### src/design/sys_bus_pkg.sv
package sys_bus_pkg;

	// Bus widths shared by every master port and the RAM
	localparam int ADDR_W = 32;	// Byte address
	localparam int DATA_W = 32;	// One word per transfer

	// Command latched from the client and driven as m_rd or m_wr
	typedef enum logic
	{
		OP_READ  = 1'b0,	// Load one word
		OP_WRITE = 1'b1	// Store one word
	} bus_op_t;

	// Master port FSM
	typedef enum logic [1:0]
	{
		ST_IDLE     = 2'd0,	// Free, client may strobe
		ST_REQUEST  = 2'd1,	// bus_req up, waiting for grant
		ST_TRANSFER = 2'd2	// Granted, waiting for bus_ready
	} master_state_t;

endpackage

### src/design/bus_master_port.sv
`timescale 1ns/1ps

module bus_master_port
(
	input  logic                          clk,
	input  logic                          rst,
	// Client side
	input  logic                          req_valid,	// One-cycle strobe
	input  logic                          req_write,	// 1 for store
	input  logic [sys_bus_pkg::ADDR_W-1:0] req_addr,	// Byte address
	input  logic [sys_bus_pkg::DATA_W-1:0] req_wdata,	// Store data
	output logic                          busy,	// Request in flight
	output logic                          rsp_valid,	// One-cycle completion strobe
	output logic [sys_bus_pkg::DATA_W-1:0] rsp_rdata,	// Load data, zero for stores
	// Bus side
	input  logic                          grant,	// From arbiter
	input  logic [sys_bus_pkg::DATA_W-1:0] bus_rdata,	// OR-merged responder data
	input  logic                          bus_ready,	// Transfer done pulse
	output logic                          bus_req,	// To arbiter
	output logic [sys_bus_pkg::ADDR_W-1:0] m_addr,	// Zero unless granted
	output logic [sys_bus_pkg::DATA_W-1:0] m_wdata,	// Zero unless granted
	output logic                          m_rd,
	output logic                          m_wr
);

	import sys_bus_pkg::*;

	master_state_t     state_q;	// Port FSM
	master_state_t     state_d;
	bus_op_t           op_q;	// Latched command
	logic [ADDR_W-1:0] addr_q;	// Latched address
	logic [DATA_W-1:0] wdata_q;	// Latched store data
	logic [DATA_W-1:0] rdata_q;	// Response data
	logic              rsp_q;	// Response strobe
	logic              owner;	// We hold the bus right now
	logic              accept;	// Client strobe taken
	logic              done;	// Our transfer finished this cycle

	assign accept = req_valid && (state_q == ST_IDLE);
	assign owner  = grant && (state_q != ST_IDLE);
	assign done   = owner && bus_ready && (state_q == ST_TRANSFER);

	// Next state
	always_comb
	begin
		state_d = state_q;
		case (state_q)
			ST_IDLE:
			begin
				if (accept)
					state_d = ST_REQUEST;
			end
			ST_REQUEST:
			begin
				if (grant)	// Lines already out this cycle
					state_d = ST_TRANSFER;
			end
			ST_TRANSFER:
			begin
				if (done)	// Back to idle, busy drops with rsp_valid
					state_d = ST_IDLE;
			end
			default:
				state_d = ST_IDLE;
		endcase
	end

	always_ff @(posedge clk)
	begin
		if (rst)
		begin
			state_q <= ST_IDLE;
			rsp_q   <= 1'b0;
		end
		else
		begin
			state_q <= state_d;
			rsp_q   <= done;	// One pulse per request
		end
	end

	// Request payload, taken only on a client strobe
	always_ff @(posedge clk)
	begin
		if (accept)
		begin
			op_q    <= req_write ? OP_WRITE : OP_READ;
			addr_q  <= req_addr;
			wdata_q <= req_wdata;
		end
	end

	// Response payload
	always_ff @(posedge clk)
	begin
		if (done)
			rdata_q <= (op_q == OP_READ) ? bus_rdata : '0;	// Stores answer zero
	end

	assign busy      = (state_q != ST_IDLE);
	assign rsp_valid = rsp_q;
	assign rsp_rdata = rdata_q;
	assign bus_req   = (state_q != ST_IDLE);	// Held through the transfer

	// Gated lines so the responder can OR every master together
	assign m_addr  = owner ? addr_q : '0;
	assign m_wdata = (owner && op_q == OP_WRITE) ? wdata_q : '0;
	assign m_rd    = owner && (op_q == OP_READ);
	assign m_wr    = owner && (op_q == OP_WRITE);

endmodule

### config.mk
export PLATFORM = sky130hd
export DESIGN_NAME = bus_master_port
export DESIGN_NICKNAME = d
export VERILOG_FILES = /design/src/design/sys_bus_pkg.sv /design/src/design/bus_master_port.sv
export SDC_FILE = /design/constraint.sdc
export NUM_CORES = 1
export LEC_CHECK = 0
export BUFFER_PORTS_ARGS = -buffer_cell sky130_fd_sc_hd__clkbuf_2
export CAP_MARGIN = 10
export CORE_MARGIN = 10
export CORE_UTILIZATION = 48
export DETAILED_ROUTE_END_ITERATION = 10
export PLACE_DENSITY = 0.85
export SYNTH_ARGS = -nofsm -noshare
export SYNTH_HDL_FRONTEND = slang
export SYNTH_SLANG_ARGS = --single-unit
### constraint.sdc
create_clock -name clk -period 12.1 [get_ports clk]
set_input_delay 0 -clock clk [delete_from_list [all_inputs] [get_ports clk]]
set_output_delay 0 -clock clk [all_outputs]
set_load 0.01 [all_outputs]
==> results.md <==
- Clock tree synthesis inserted a total of 9 buffers.
- The global-route usage over all layers is 0.217.
- Of the synthesized area, sequential elements account for 0.789.
- The final estimated routing congestion in global placement is approximately 0.80.
- The count of boundary I/O pins is ~200.
- The number of global-route vias before repair was ~3.4k.
- Of the total power, the share spent switching nets is 0.225.
- The overall power consumption is ~0.00073 W.
- Measured along the x axis, the die boundary spans ~110 um.
- The count of vias placed by the detailed router is 3193.
- Global routing finished with a remaining overflow of 0.
- The count of instances resized after the clock tree is built is 0.
- The top layer reached by signal wires is met4.
- The clock drives 100 sinks.
- The clock period could shrink to around 2.5 ns.
- For this design the ratio of total power to cell area is 121 nW/um^2.
- The number of antenna violations at the first check in global routing was 0.
- Setup slack closes at 9.57 ns.
- The run finished with clean final reports.
- Prior to clock tree synthesis, the placed netlist has a worst setup slack of 9.57 ns.
- A synthesized cell averages about 16 um^2.
- The number of nets in the final layout is 627.
- In the routed design, unresolved DRC markers number 0.
- The share of the cycle needed by the critical path after routing is 0.209.
- The number of synthesized register bits is 100.
- Fill cells in the final layout number roughly 440.
- The cell area that synthesis handed to floorplanning was around 3800 um^2.
- By startpoint and endpoint, the worst setup path is classified as register to register.
- STA classifies the critical path endpoint as a register.
- TritonCTS built the clock tree.
- The initial core utilization is 0.490.
- After routing, the total negative slack on setup checks comes to 0 ns.
- After clock tree synthesis, the clock-pin slew on the worst setup and hold paths is ~0.090 ns.
- In this design, the stage delay of the slowest critical-path cell is between 0.6 and 0.7 ns.
- In this run the worst hold path is classified as input port to register.
- The slowest stage of the critical path belongs to the cell nor2_4.
- At the worst endpoint, the required time is about 12 ns.
- The number of buffers and inverters on the critical path is 1.
- The largest net degree at the start of global routing is 67.
- The clock network latency to the later pin of the worst-skew pair is between 0.3 and 0.4 ns.
- The detailed router finished its first iteration with between 150 and 200 violations.
- Timing would allow up to 396 MHz.
- Summed over all nets, the half-perimeter wirelength after detailed placement is 7530 um.
- The die outline height is about 110 um.
- During synthesis, Yosys emitted a total of 0 warnings.
- Hold repair after CTS inserted a little under 100 buffers.
- The met3 wirelength from detailed routing is about 1600 um.
- Leaving out fill and tap cells, the most frequent cell in the layout is clkbuf_2.
- The top cell family by delay on the critical path is simple AND/OR/NAND/NOR gates.
- The internal portion of the total power is approximately 0.00057 W.
- The number of setup buffers added after CTS is 0.
- Of the total power, the clock network draws 0.312.
- The area enclosed by the die boundary is between 10000 and 15000 um^2.
- After synthesis, the cell types taking the most area are edfxtp_1 (77%), and3_1 (11%), nor2b_1 (5.6%).
- The share of layout cells above drive strength 1 is 0.419.
- Setup repair after global routing left no endpoint under its margin.
- Hold is met by 0.0201 ns.
- The routed length per placed instance is between 20 and 25 um.
- The normalized max-slew margin is 0.338.
- The maximum net fanout on the critical path is between 40 and 50.
- For the worst setup path, the data arrival time is approximately 2.5 ns.
- The repair_antennas step left the layout with diodes totalling 0.
- In the layout the commonest cells are clkbuf_2 (202), dlygate4sd3_1 (99), edfxtp_1 (97).
- The largest total area in the synthesized netlist belongs to edfxtp_1.
- The wire length of the first global-routing pass is ~20000 um.
- The share of the synthesized area in the top cell type is 0.773.
- After detailed routing, the wire length on met1 is around 4700 um.
- VDD sags by at most approximately 0.000085 V.
- The critical path startpoint category is a register.
- The transition time at the pin with the least slew margin is approximately 1 ns.
- In the synthesized netlist, the number of instances is 229.
- The remaining number of nets flagged by the antenna check after routing is 0.
- The number of search-and-repair iterations in the first detailed-routing pass is 4.
- The part of the total power dissipated in sequential elements is 0.558.
- The number of pins exceeding their max-slew limit in the final report is 0.
- In this run the deepest clock path goes through 2 buffers.
- The H-tree was split into 3 levels.
- Walking the worst path, the cells encountered are or2_1 -> nor2_4 -> buf_4.
- The wire length after detailed routing is 12800 um.
- The floorplan has 32 rows.
- The ratio of routed vias to standard cells is between 5 and 6.
- The max-cap check violation count is 0.
- Setup violations remaining at the end of the flow were counted as 0.
- The count of input and output buffers is roughly 200.
- Relative to the synthesized area, the layout overhead comes to 60.2%.
- The leakage power figure is between 2 and 3 nW.
- The net count after synthesis is roughly 330.
- Yosys mapped the design onto 18 distinct sky130hd cell types.
- In the detailed route, the total length drawn on met2 is approximately 6300 um.
- The share of total power dissipated in combinational logic is 0.130.
- The number of endpoints with negative hold slack in the final report is 0.
- The worst setup skew after layout is just under 0.01 ns.
- The root buffer cell chosen for the clock tree is clkbuf_8.
- The analysis attributes to net switching a power of roughly 0.00016 W.
- In this run the standard cell core region covers 7690 um^2.
[worst register-to-register path: stages, from the launching register on]
cell	delay [ns]
dfxtp_1	0.37
or2_1	0.59
nor2_4	0.63
buf_4	0.57
[registers in the layout (all words and copies together), names as in the netlist]
signal,cells
op_q,1
rsp_rdata,32
wdata_q,32
rsp_valid,1
state_q,2
addr_q,32
[through the flow]
stage	area [um^2]	utilization	std cells
after floorplan	3770	-	229
after global placement	4830	0.629	517
after detailed placement	4830	0.629	517
after CTS	6030	0.784	631
after global routing	6040	0.785	632
final	6040	0.785	632
[worst paths after layout]
path	end	start	depth (start not counted)	slack [ns]
setup / recovery	addr_q[28]	state_q[0]	3	9.57
setup reg to reg	addr_q[28]	state_q[0]	3	9.57
hold / removal	rsp_rdata[4]	bus_rdata[4]	2	0.02
hold reg to reg	state_q[0]	state_q[1]	1	0.51
[cell families after synthesis]
kind of cell	share of synthesized area
compound gates	0.00365
buf+inv	0.0299
flops	0.789
simple gates	0.177
[cell type report]
cell class / count / area [um^2] / share of cell area
Inverter: 1 / 3.75 / 0.000622
Clock buffer: 9 / 124 / 0.0205
Tap cell: 102 / 128 / 0.0211
Multi-Input combinational cell: 109 / 694 / 0.115
Timing Repair Buffer: 304 / 2020 / 0.335
Clock inverter: 7 / 88.8 / 0.0147
Sequential cell: 100 / 2970 / 0.493
[synthesized netlist by cell type]
cell type / instances
dfxtp_1: 3
buf_4: 1
clkbuf_1: 11
inv_1: 1
buf_2: 2
buf_6: 4
nand3b_1: 2
a21oi_1: 1
or2_1: 1
a2111oi_0: 1
nor2_1: 2
nor2b_1: 34
clkbuf_2: 1
and2_4: 1
nand2_1: 1
and3_1: 65
nor3b_1: 1
edfxtp_1: 97
[per-layer routing]
metal  track usage  up-vias
li1              -     1438
met1         0.244     1507
met2         0.361      229
met4        0.0753        0
met3        0.0958       19
met5             0        -
[power by group through the flow]
stage,Combinational (W),Clock [W],Sequential [W]
floorplan,0.0000346,0,0.000413
global placement,0.0000645,0,0.000412
global route,0.000103,0.000243,0.000408
finish,0.0000951,0.000227,0.000407
detailed placement,0.0000662,0,0.000413
CTS,0.0000923,0.000229,0.000405
(Power assumes the default switching activity.)
