## src/design/bus_arbiter.sv

```systemverilog
`timescale 1ns/1ps

module bus_arbiter
#(
	parameter int NUM_MASTERS = 4	// Number of requesters
)
(
	input  logic                   clk,
	input  logic                   rst,
	input  logic [NUM_MASTERS-1:0] bus_req,	// One bit per master port
	input  logic                   bus_ready,	// End of the current transfer
	output logic [NUM_MASTERS-1:0] grant	// One-hot or zero, registered
);

	logic [NUM_MASTERS-1:0] grant_q;	// Current owner of the bus
	logic [NUM_MASTERS-1:0] pick;	// Lowest-index requester
	logic                   hold_q;	// Grant is locked until ready
	logic                   any_req;	// Someone wants the bus

	assign any_req = |bus_req;

	// Fixed priority, index 0 wins
	always_comb
	begin
		pick = '0;
		for (int i = NUM_MASTERS - 1; i >= 0; i--)	// Walk down so lowest hit stays
		begin
			if (bus_req[i])
			begin
				pick    = '0;	// Drop any higher-index hit
				pick[i] = 1'b1;
			end
		end
	end

	always_ff @(posedge clk)
	begin
		if (rst)
		begin
			grant_q <= '0;
			hold_q  <= 1'b0;
		end
		else if (hold_q)
		begin
			if (bus_ready)	// Transfer done, release next cycle
			begin
				grant_q <= '0;
				hold_q  <= 1'b0;
			end
		end
		else if (any_req)	// Bus free and someone waiting
		begin
			grant_q <= pick;
			hold_q  <= 1'b1;	// Lock out late higher-priority arrivals
		end
	end

	// A free cycle always follows the release, so the RAM sees the
	// command drop before the next owner drives its lines
	assign grant = grant_q;

endmodule

```

## config.mk

```make
export PLATFORM = sky130hd
export DESIGN_NAME = bus_arbiter
export DESIGN_NICKNAME = d
export VERILOG_FILES = /design/src/design/bus_arbiter.sv
export SDC_FILE = /design/constraint.sdc
export NUM_CORES = 1
export LEC_CHECK = 0
export BUFFER_PORTS_ARGS = -buffer_cell sky130_fd_sc_hd__buf_4
export CAP_MARGIN = 40
export CELL_PAD_IN_SITES_DETAIL_PLACEMENT = 0
export CELL_PAD_IN_SITES_GLOBAL_PLACEMENT = 1
export CORE_AREA = 4 4 41 43
export CTS_CLUSTER_SIZE = 14
export DETAILED_ROUTE_END_ITERATION = 8
export DIE_AREA = 0 0 45 47
export MAX_ROUTING_LAYER = met4
export PLACE_DENSITY_LB_ADDON = 0.1
export SLEW_MARGIN = 20
export SYNTH_ARGS = -nofsm -noshare
export SYNTH_HDL_FRONTEND = slang
export SYNTH_SLANG_ARGS = --single-unit
```

## constraint.sdc

```tcl
create_clock -name clk -period 0.9 [get_ports clk]
set_input_delay 0.045 -clock clk [delete_from_list [all_inputs] [get_ports clk]]
set_output_delay 0.045 -clock clk [all_outputs]
set_load 0.005 [all_outputs]
```

==> impl_results.md, run 1 <==
* Outcome: finished, violations left
* Failing checks: negative setup slack
* Core Footprint at 1300 um^2
* Net Sw Power at 0.000150 W
* Fin. max-slew vios at 0
* Worst Path Class, Setup: register to register
* GRT Total Usage at 7.85%
* CP Max Fanout at 6
* Initial Util at 17.0%
* Syn Nets at 33
* Worst EP required at 1.03 ns
* Leak Pwr at 0.155 nW
* CP max stage cell: dfxtp_4
* Seq/Total Area, Yosys at 45.2%
* Worst-case clock buffer depth at 2
* Final worst setup slack at -0.0190 ns
* Fmax at 1090 MHz
* Fin Clk Skew at 0.00283 ns
* DRC at 0
* Setup violations, final at 3
* Comb pwr share at 16.0%
* Critical-path cell list: and2b_2 > a21oi_2 > a21oi_1
* Slew @ Worst Pin at 0.307 ns
* Starting DRT DRC Count at 0
* Worst Path Arrival at 1.05 ns
* Switching portion of total power at 24.9%
* CTS tree: done
* Peak VDD IR at 0.000616 V
* First-pass GRT wire length at 1.08 mm
* Worst path max stage delay at 0.37 ns
* Clock-pin slew on the worst setup and hold paths at 0.05 ns
* Int Power at 0.000453 W
* Final Hold Vio Count at 0
* Crit. End Element: register
* Max-cap viol count at 0
* Share of cells above drive strength 1 at 53.5%
* Post-DP HPWL at 464 um
* Die span in x at 45 um
* Number of vias per cell at 4.33
* DR vias at 251
* H-tree Lvls at 1
* Row cnt at 13
* Initial DRT Pass Iterations at 1
* Antenna violations before repair at 0
* Post-synth cell types at 12
* Final Cycle Share at 102%
* Clk pwr share at 43.3%
* Flops & latches, synth at 5
* RSZ-0062 raised after global routing: true
* Fin crit period at 0.919 ns
* Most common cell after layout, fill and taps aside: buf_4
* CTS buffer count at 3
* Post-route ant nets at 0
* Die area at 2120 um^2
* Vias in the first global route at 262
* Power Total at 0.000603 W
* Pin count of the biggest net entering global routing at 8
* CTS root buf: clkbuf_4
* Worst-skew pair later-pin latency at 0.24 ns
* Synth warn at 0
* Syn avg cell area at 8.52 um^2
* Final hold slack at 0.0917 ns
* Worst Hold Class: input pin to register
* Most frequent cells in the layout: 11 x buf_4, 4 x a21oi_1, 4 x dfxtp_1
* Total global routing overflow at 0
* Mapped Area at 221 um^2
* Number of port buffers at 10
* N_diodes at 0
* Area Growth Syn to Fin at 82.5%
* Sequential Power Share at 40.7%
* Nets at 51
* # IOs at 11
* Max-slew headroom at 79.4%
* Startpoint types: register
* Gpl congestion at 0.751
* Drt wl/cell at 10.3 um
* Cells after Synth at 26
* Die Y at 47 um
* Total Routed Length at 599 um
* Clock Sinks at 5
* P per Cell Area at 1490 nW/um^2
## registers in the layout, indices dropped and copies added (netlist names)
| signal | flops |
|---|---|
| grant | 4 |
| hold_q | 1 |
## cell families (layout without fill, tap and decap cells)
| kind of cell | Yosys count | after routing | synth area share [%] |
|---|---|---|---|
| flops | 5 | 5 | 45.2 |
| simple gates | 12 | 12 | 32.8 |
| buf+inv | 0 | 17 | 0 |
| compound gates | 9 | 9 | 22.0 |
## metrics by stage
| step | cells | setup TNS (ns) | cell area (um^2) | setup slack (ns) | util, % |
|---|---|---|---|---|---|
| floorplan | 26 | 0 | 221 | 0.0108 | - |
| global placement | 51 | -0.172 | 315 | -0.0798 | 24.2 |
| detailed placement | 51 | -0.227 | 315 | -0.0641 | 24.2 |
| CTS | 57 | -0.00424 | 383 | -0.00363 | 29.4 |
| global route | 58 | -0.185 | 404 | -0.0607 | 31.1 |
| finish | 58 | -0.0360 | 404 | -0.0190 | 31.1 |
## area by class of cell
cell class | instances | area (um^2)
multi-input combinational | 21 | 153
sequential | 5 | 104
tap | 15 | 18.8
timing repair buffer | 13 | 103
fill | 148 | 897
clock buffer | 4 | 26.3
## routing by layer
metal | part of all wire, % | GRT usage, % | vias to the layer above
met4 | 1.8 | 5.26 | 0
met1 | 44 | 7.55 | 109
met3 | 8.0 | 4.98 | 2
met2 | 46 | 11.6 | 9
li1 | - | - | 131
met5 | 0 | - | -
## synthesized netlist by cell type
cell | number | share of area [%]
a21oi_1 | 5 | 11
dfxtp_1 | 5 | 45
nand2_1 | 3 | 5.1
o21ai_1 | 3 | 6.8
nor2_1 | 2 | 3.4
nor2b_1 | 2 | 5.6
a221oi_1 | 1 | 4.0
and2b_1 | 1 | 3.4
nand3_1 | 1 | 2.3
nor3_2 | 1 | 4.5
nor4_1 | 1 | 2.8
nor4_2 | 1 | 5.6
## power groups by stage
stage | sequential [W] | clock, W | combinational (W)
floorplan | 0.000246 | 0 | 0.0000245
global placement | 0.000247 | 0 | 0.0000733
detailed placement | 0.000247 | 0 | 0.0000716
CTS | 0.000245 | 0.000274 | 0.0000854
global route | 0.000246 | 0.000294 | 0.000106
finish | 0.000246 | 0.000262 | 0.0000964
## repair_timing
item | CTS | global route
endpoints found under the setup margin | 5 | 4
cloned | 0 | 0
hold buffers | 2 | 0
endpoints found under the hold margin | 4 | 0
gates resized for setup | 6 | 3
pin swaps | 6 | 0
buffers inserted | 0 | 1
## final timing paths
check                  start       end  slack, ns  cells past startpoint
setup reg to reg      hold_q  grant[0]      -0.02                      3
hold reg to reg     grant[2]  grant[2]       0.46                      2
hold / removal    bus_req[3]  grant[3]       0.09                      3
setup / recovery      hold_q  grant[0]      -0.02                      3
## critical path: cells and delay by family, from the launching register on
family / cells / cell delay, ns
compound gates: 2 / 0.19
flops: 1 / 0.37
simple gates: 1 / 0.25
Note: power is estimated with default switching activity, not from simulation.
==> run 2, diff against run 1 <==
BUFFER_PORTS_ARGS = -buffer_cell sky130_fd_sc_hd__buf_2   (was -buffer_cell sky130_fd_sc_hd__buf_4)
==> impl_results.md, run 2 (synthesized netlist as in run 1, its figures left out) <==
* Placed Area at 290 um^2
* Row cnt at 13
* HP Start: rst
* RSZ-0062 raised after global routing: true
* CP Max Fanout at 7
* Final Hold Vio Count at 0
* Post-route ant nets at 0
* Total Routed Length at 640 um
* Fmax at 1100 MHz
* Share of cells above drive strength 1 at 48.8%
* Area Growth Syn to Fin at 62.7%
* Clock Sinks at 5
* Nets at 49
* GRT met3 Usage at 3.07%
* Critical path depth at 3
* Die area at 2120 um^2
* Power Total at 0.000589 W
* N_diodes at 0
* DR vias at 246
* Initial Util at 17.0%
* Crit path max-delay family: flip-flops
* Peak VDD IR at 0.000478 V
* Reg-to-Reg End: grant[1]
* Starting DRT DRC Count at 2
* Fin crit period at 0.912 ns
* GR peak layer: met2
* Die Y at 47 um
* Slew @ Worst Pin at 0.251 ns
* Cell area after layout at 360 um^2
* Fin. max-slew vios at 0
* Crit. End Element: register
* Routing usage on met1 at 6.59%
* Largest register FFs at 4
* Worst-skew pair later-pin latency at 0.24 ns
* First-pass GRT wire length at 1.04 mm
* DRC at 0
* Max-cap viol count at 0
* Worst Hold Class: input pin to register
* Hold Path Depth at 2
* Worst path bufs/invs at 0
* Fin Clk Skew at 0.000315 ns
* CTS buffer count at 3
* Failing checks: negative setup slack
* Final Cycle Share at 101%
* Most frequent cells in the layout: 10 x buf_2, 4 x a21oi_1, 4 x dfxtp_1
* Vias in the first global route at 257
* Number of vias per cell at 4.39
* Final worst setup slack at -0.0122 ns
* P per Cell Area at 1630 nW/um^2
* R2R Path Start: hold_q
* Worst path max stage delay at 0.37 ns
* Startpoint types: register
* Core Footprint at 1300 um^2
* Total global routing overflow at 0
* Number of fill cells at 163
* Worst Path Class, Setup: register to register
* H-tree Lvls at 1
* CP max stage cell: dfxtp_4
* # IOs at 11
* Number of port buffers at 10
* CTS tree: done
* Antenna violations before repair at 0
* Max-slew headroom at 83.2%
* Setup violations, final at 2
* Most common cell after layout, fill and taps aside: buf_2
* Drt wl/cell at 11.4 um
* Worst-case clock buffer depth at 2
* Outcome: finished, violations left
* CTS root buf: clkbuf_4
* Worst EP required at 1.03 ns
* R2R cell count at 3
* Clock-pin slew on the worst setup and hold paths at 0.04 ns
* Pin count of the biggest net entering global routing at 8
* Flop-to-flop setup slack at -0.01 ns
* Critical-path cell list: and2b_2 > o21ai_1 > a21oi_1
* Worst Path Arrival at 1.04 ns
* Hold EP: grant[2]
* GRT Total Usage at 7.75%
* GRT met2 Usage at 11.3%
* Die span in x at 45 um
* Leak Pwr at 0.140 nW
* Gpl congestion at 0.770
* Initial DRT Pass Iterations at 2
run 2: cell count changes in the layout (fill, tap and decap cells not counted), sizes merged:
cell	previous run	this run
buf	11	10
dlygate4sd3	2	1
run 2: worst max-delay path by stage:
| stage | startpoint | endpoint | slack (ns) |
|---|---|---|---|
| floorplan | hold_q | grant[1] | 0.01 |
| global placement | hold_q | grant[1] | -0.08 |
| detailed placement | hold_q | grant[0] | -0.08 |
| CTS | hold_q | grant[2] | -0.03 |
| global route | hold_q | grant[1] | -0.07 |
| finish | hold_q | grant[1] | -0.01 |
run 2: cell type report:
type                            instances  area, um^2  area share [%]
Timing Repair Buffer                   11        60.1            16.7
Sequential cell                         5         104            28.8
Tap cell                               15        18.8            5.21
Clock buffer                            4        26.3            7.29
Multi-Input combinational cell         21         151            42.0
run 2: through the flow:
step | hold WS, ns | std cells | setup WS (ns) | utilization [%] | TNS (ns)
floorplan | 0.114 | 26 | 0.0108 | - | 0
global placement | 0.271 | 51 | -0.0773 | 22.3 | -0.167
detailed placement | 0.264 | 51 | -0.0769 | 22.3 | -0.234
CTS | 0.0255 | 56 | -0.0271 | 25.7 | -0.0531
global route | 0.0466 | 56 | -0.0691 | 27.7 | -0.205
finish | 0.0438 | 56 | -0.0122 | 27.7 | -0.0191
run 2: report_power, final:
part | switching, W | internal (W)
clock | 0.0000984 | 0.000168
combinational | 0.0000409 | 0.0000354
sequential | 0.0000139 | 0.000232
run 2: per-layer routing:
layer / vias up / share of wire (%)
met5: - / 0
met4: 0 / 1.3
met3: 2 / 8.0
met2: 7 / 49
met1: 112 / 42
li1: 125 / -
run 2: repair_timing:
item / 4_1_cts / 5_1_grt
endpoints found under the hold margin: 1 / 0
endpoints found under the setup margin: 4 / 4
pin swaps: 0 / 5
hold buffers: 1 / 0
resized for setup: 2 / 6
setup buffers: 0 / 0
run 2: worst reg2reg max path, cell delays in order, from the launching register on:
cell     delay (ns)
dfxtp_4        0.37
and2b_2        0.24
o21ai_1        0.12
a21oi_1        0.07
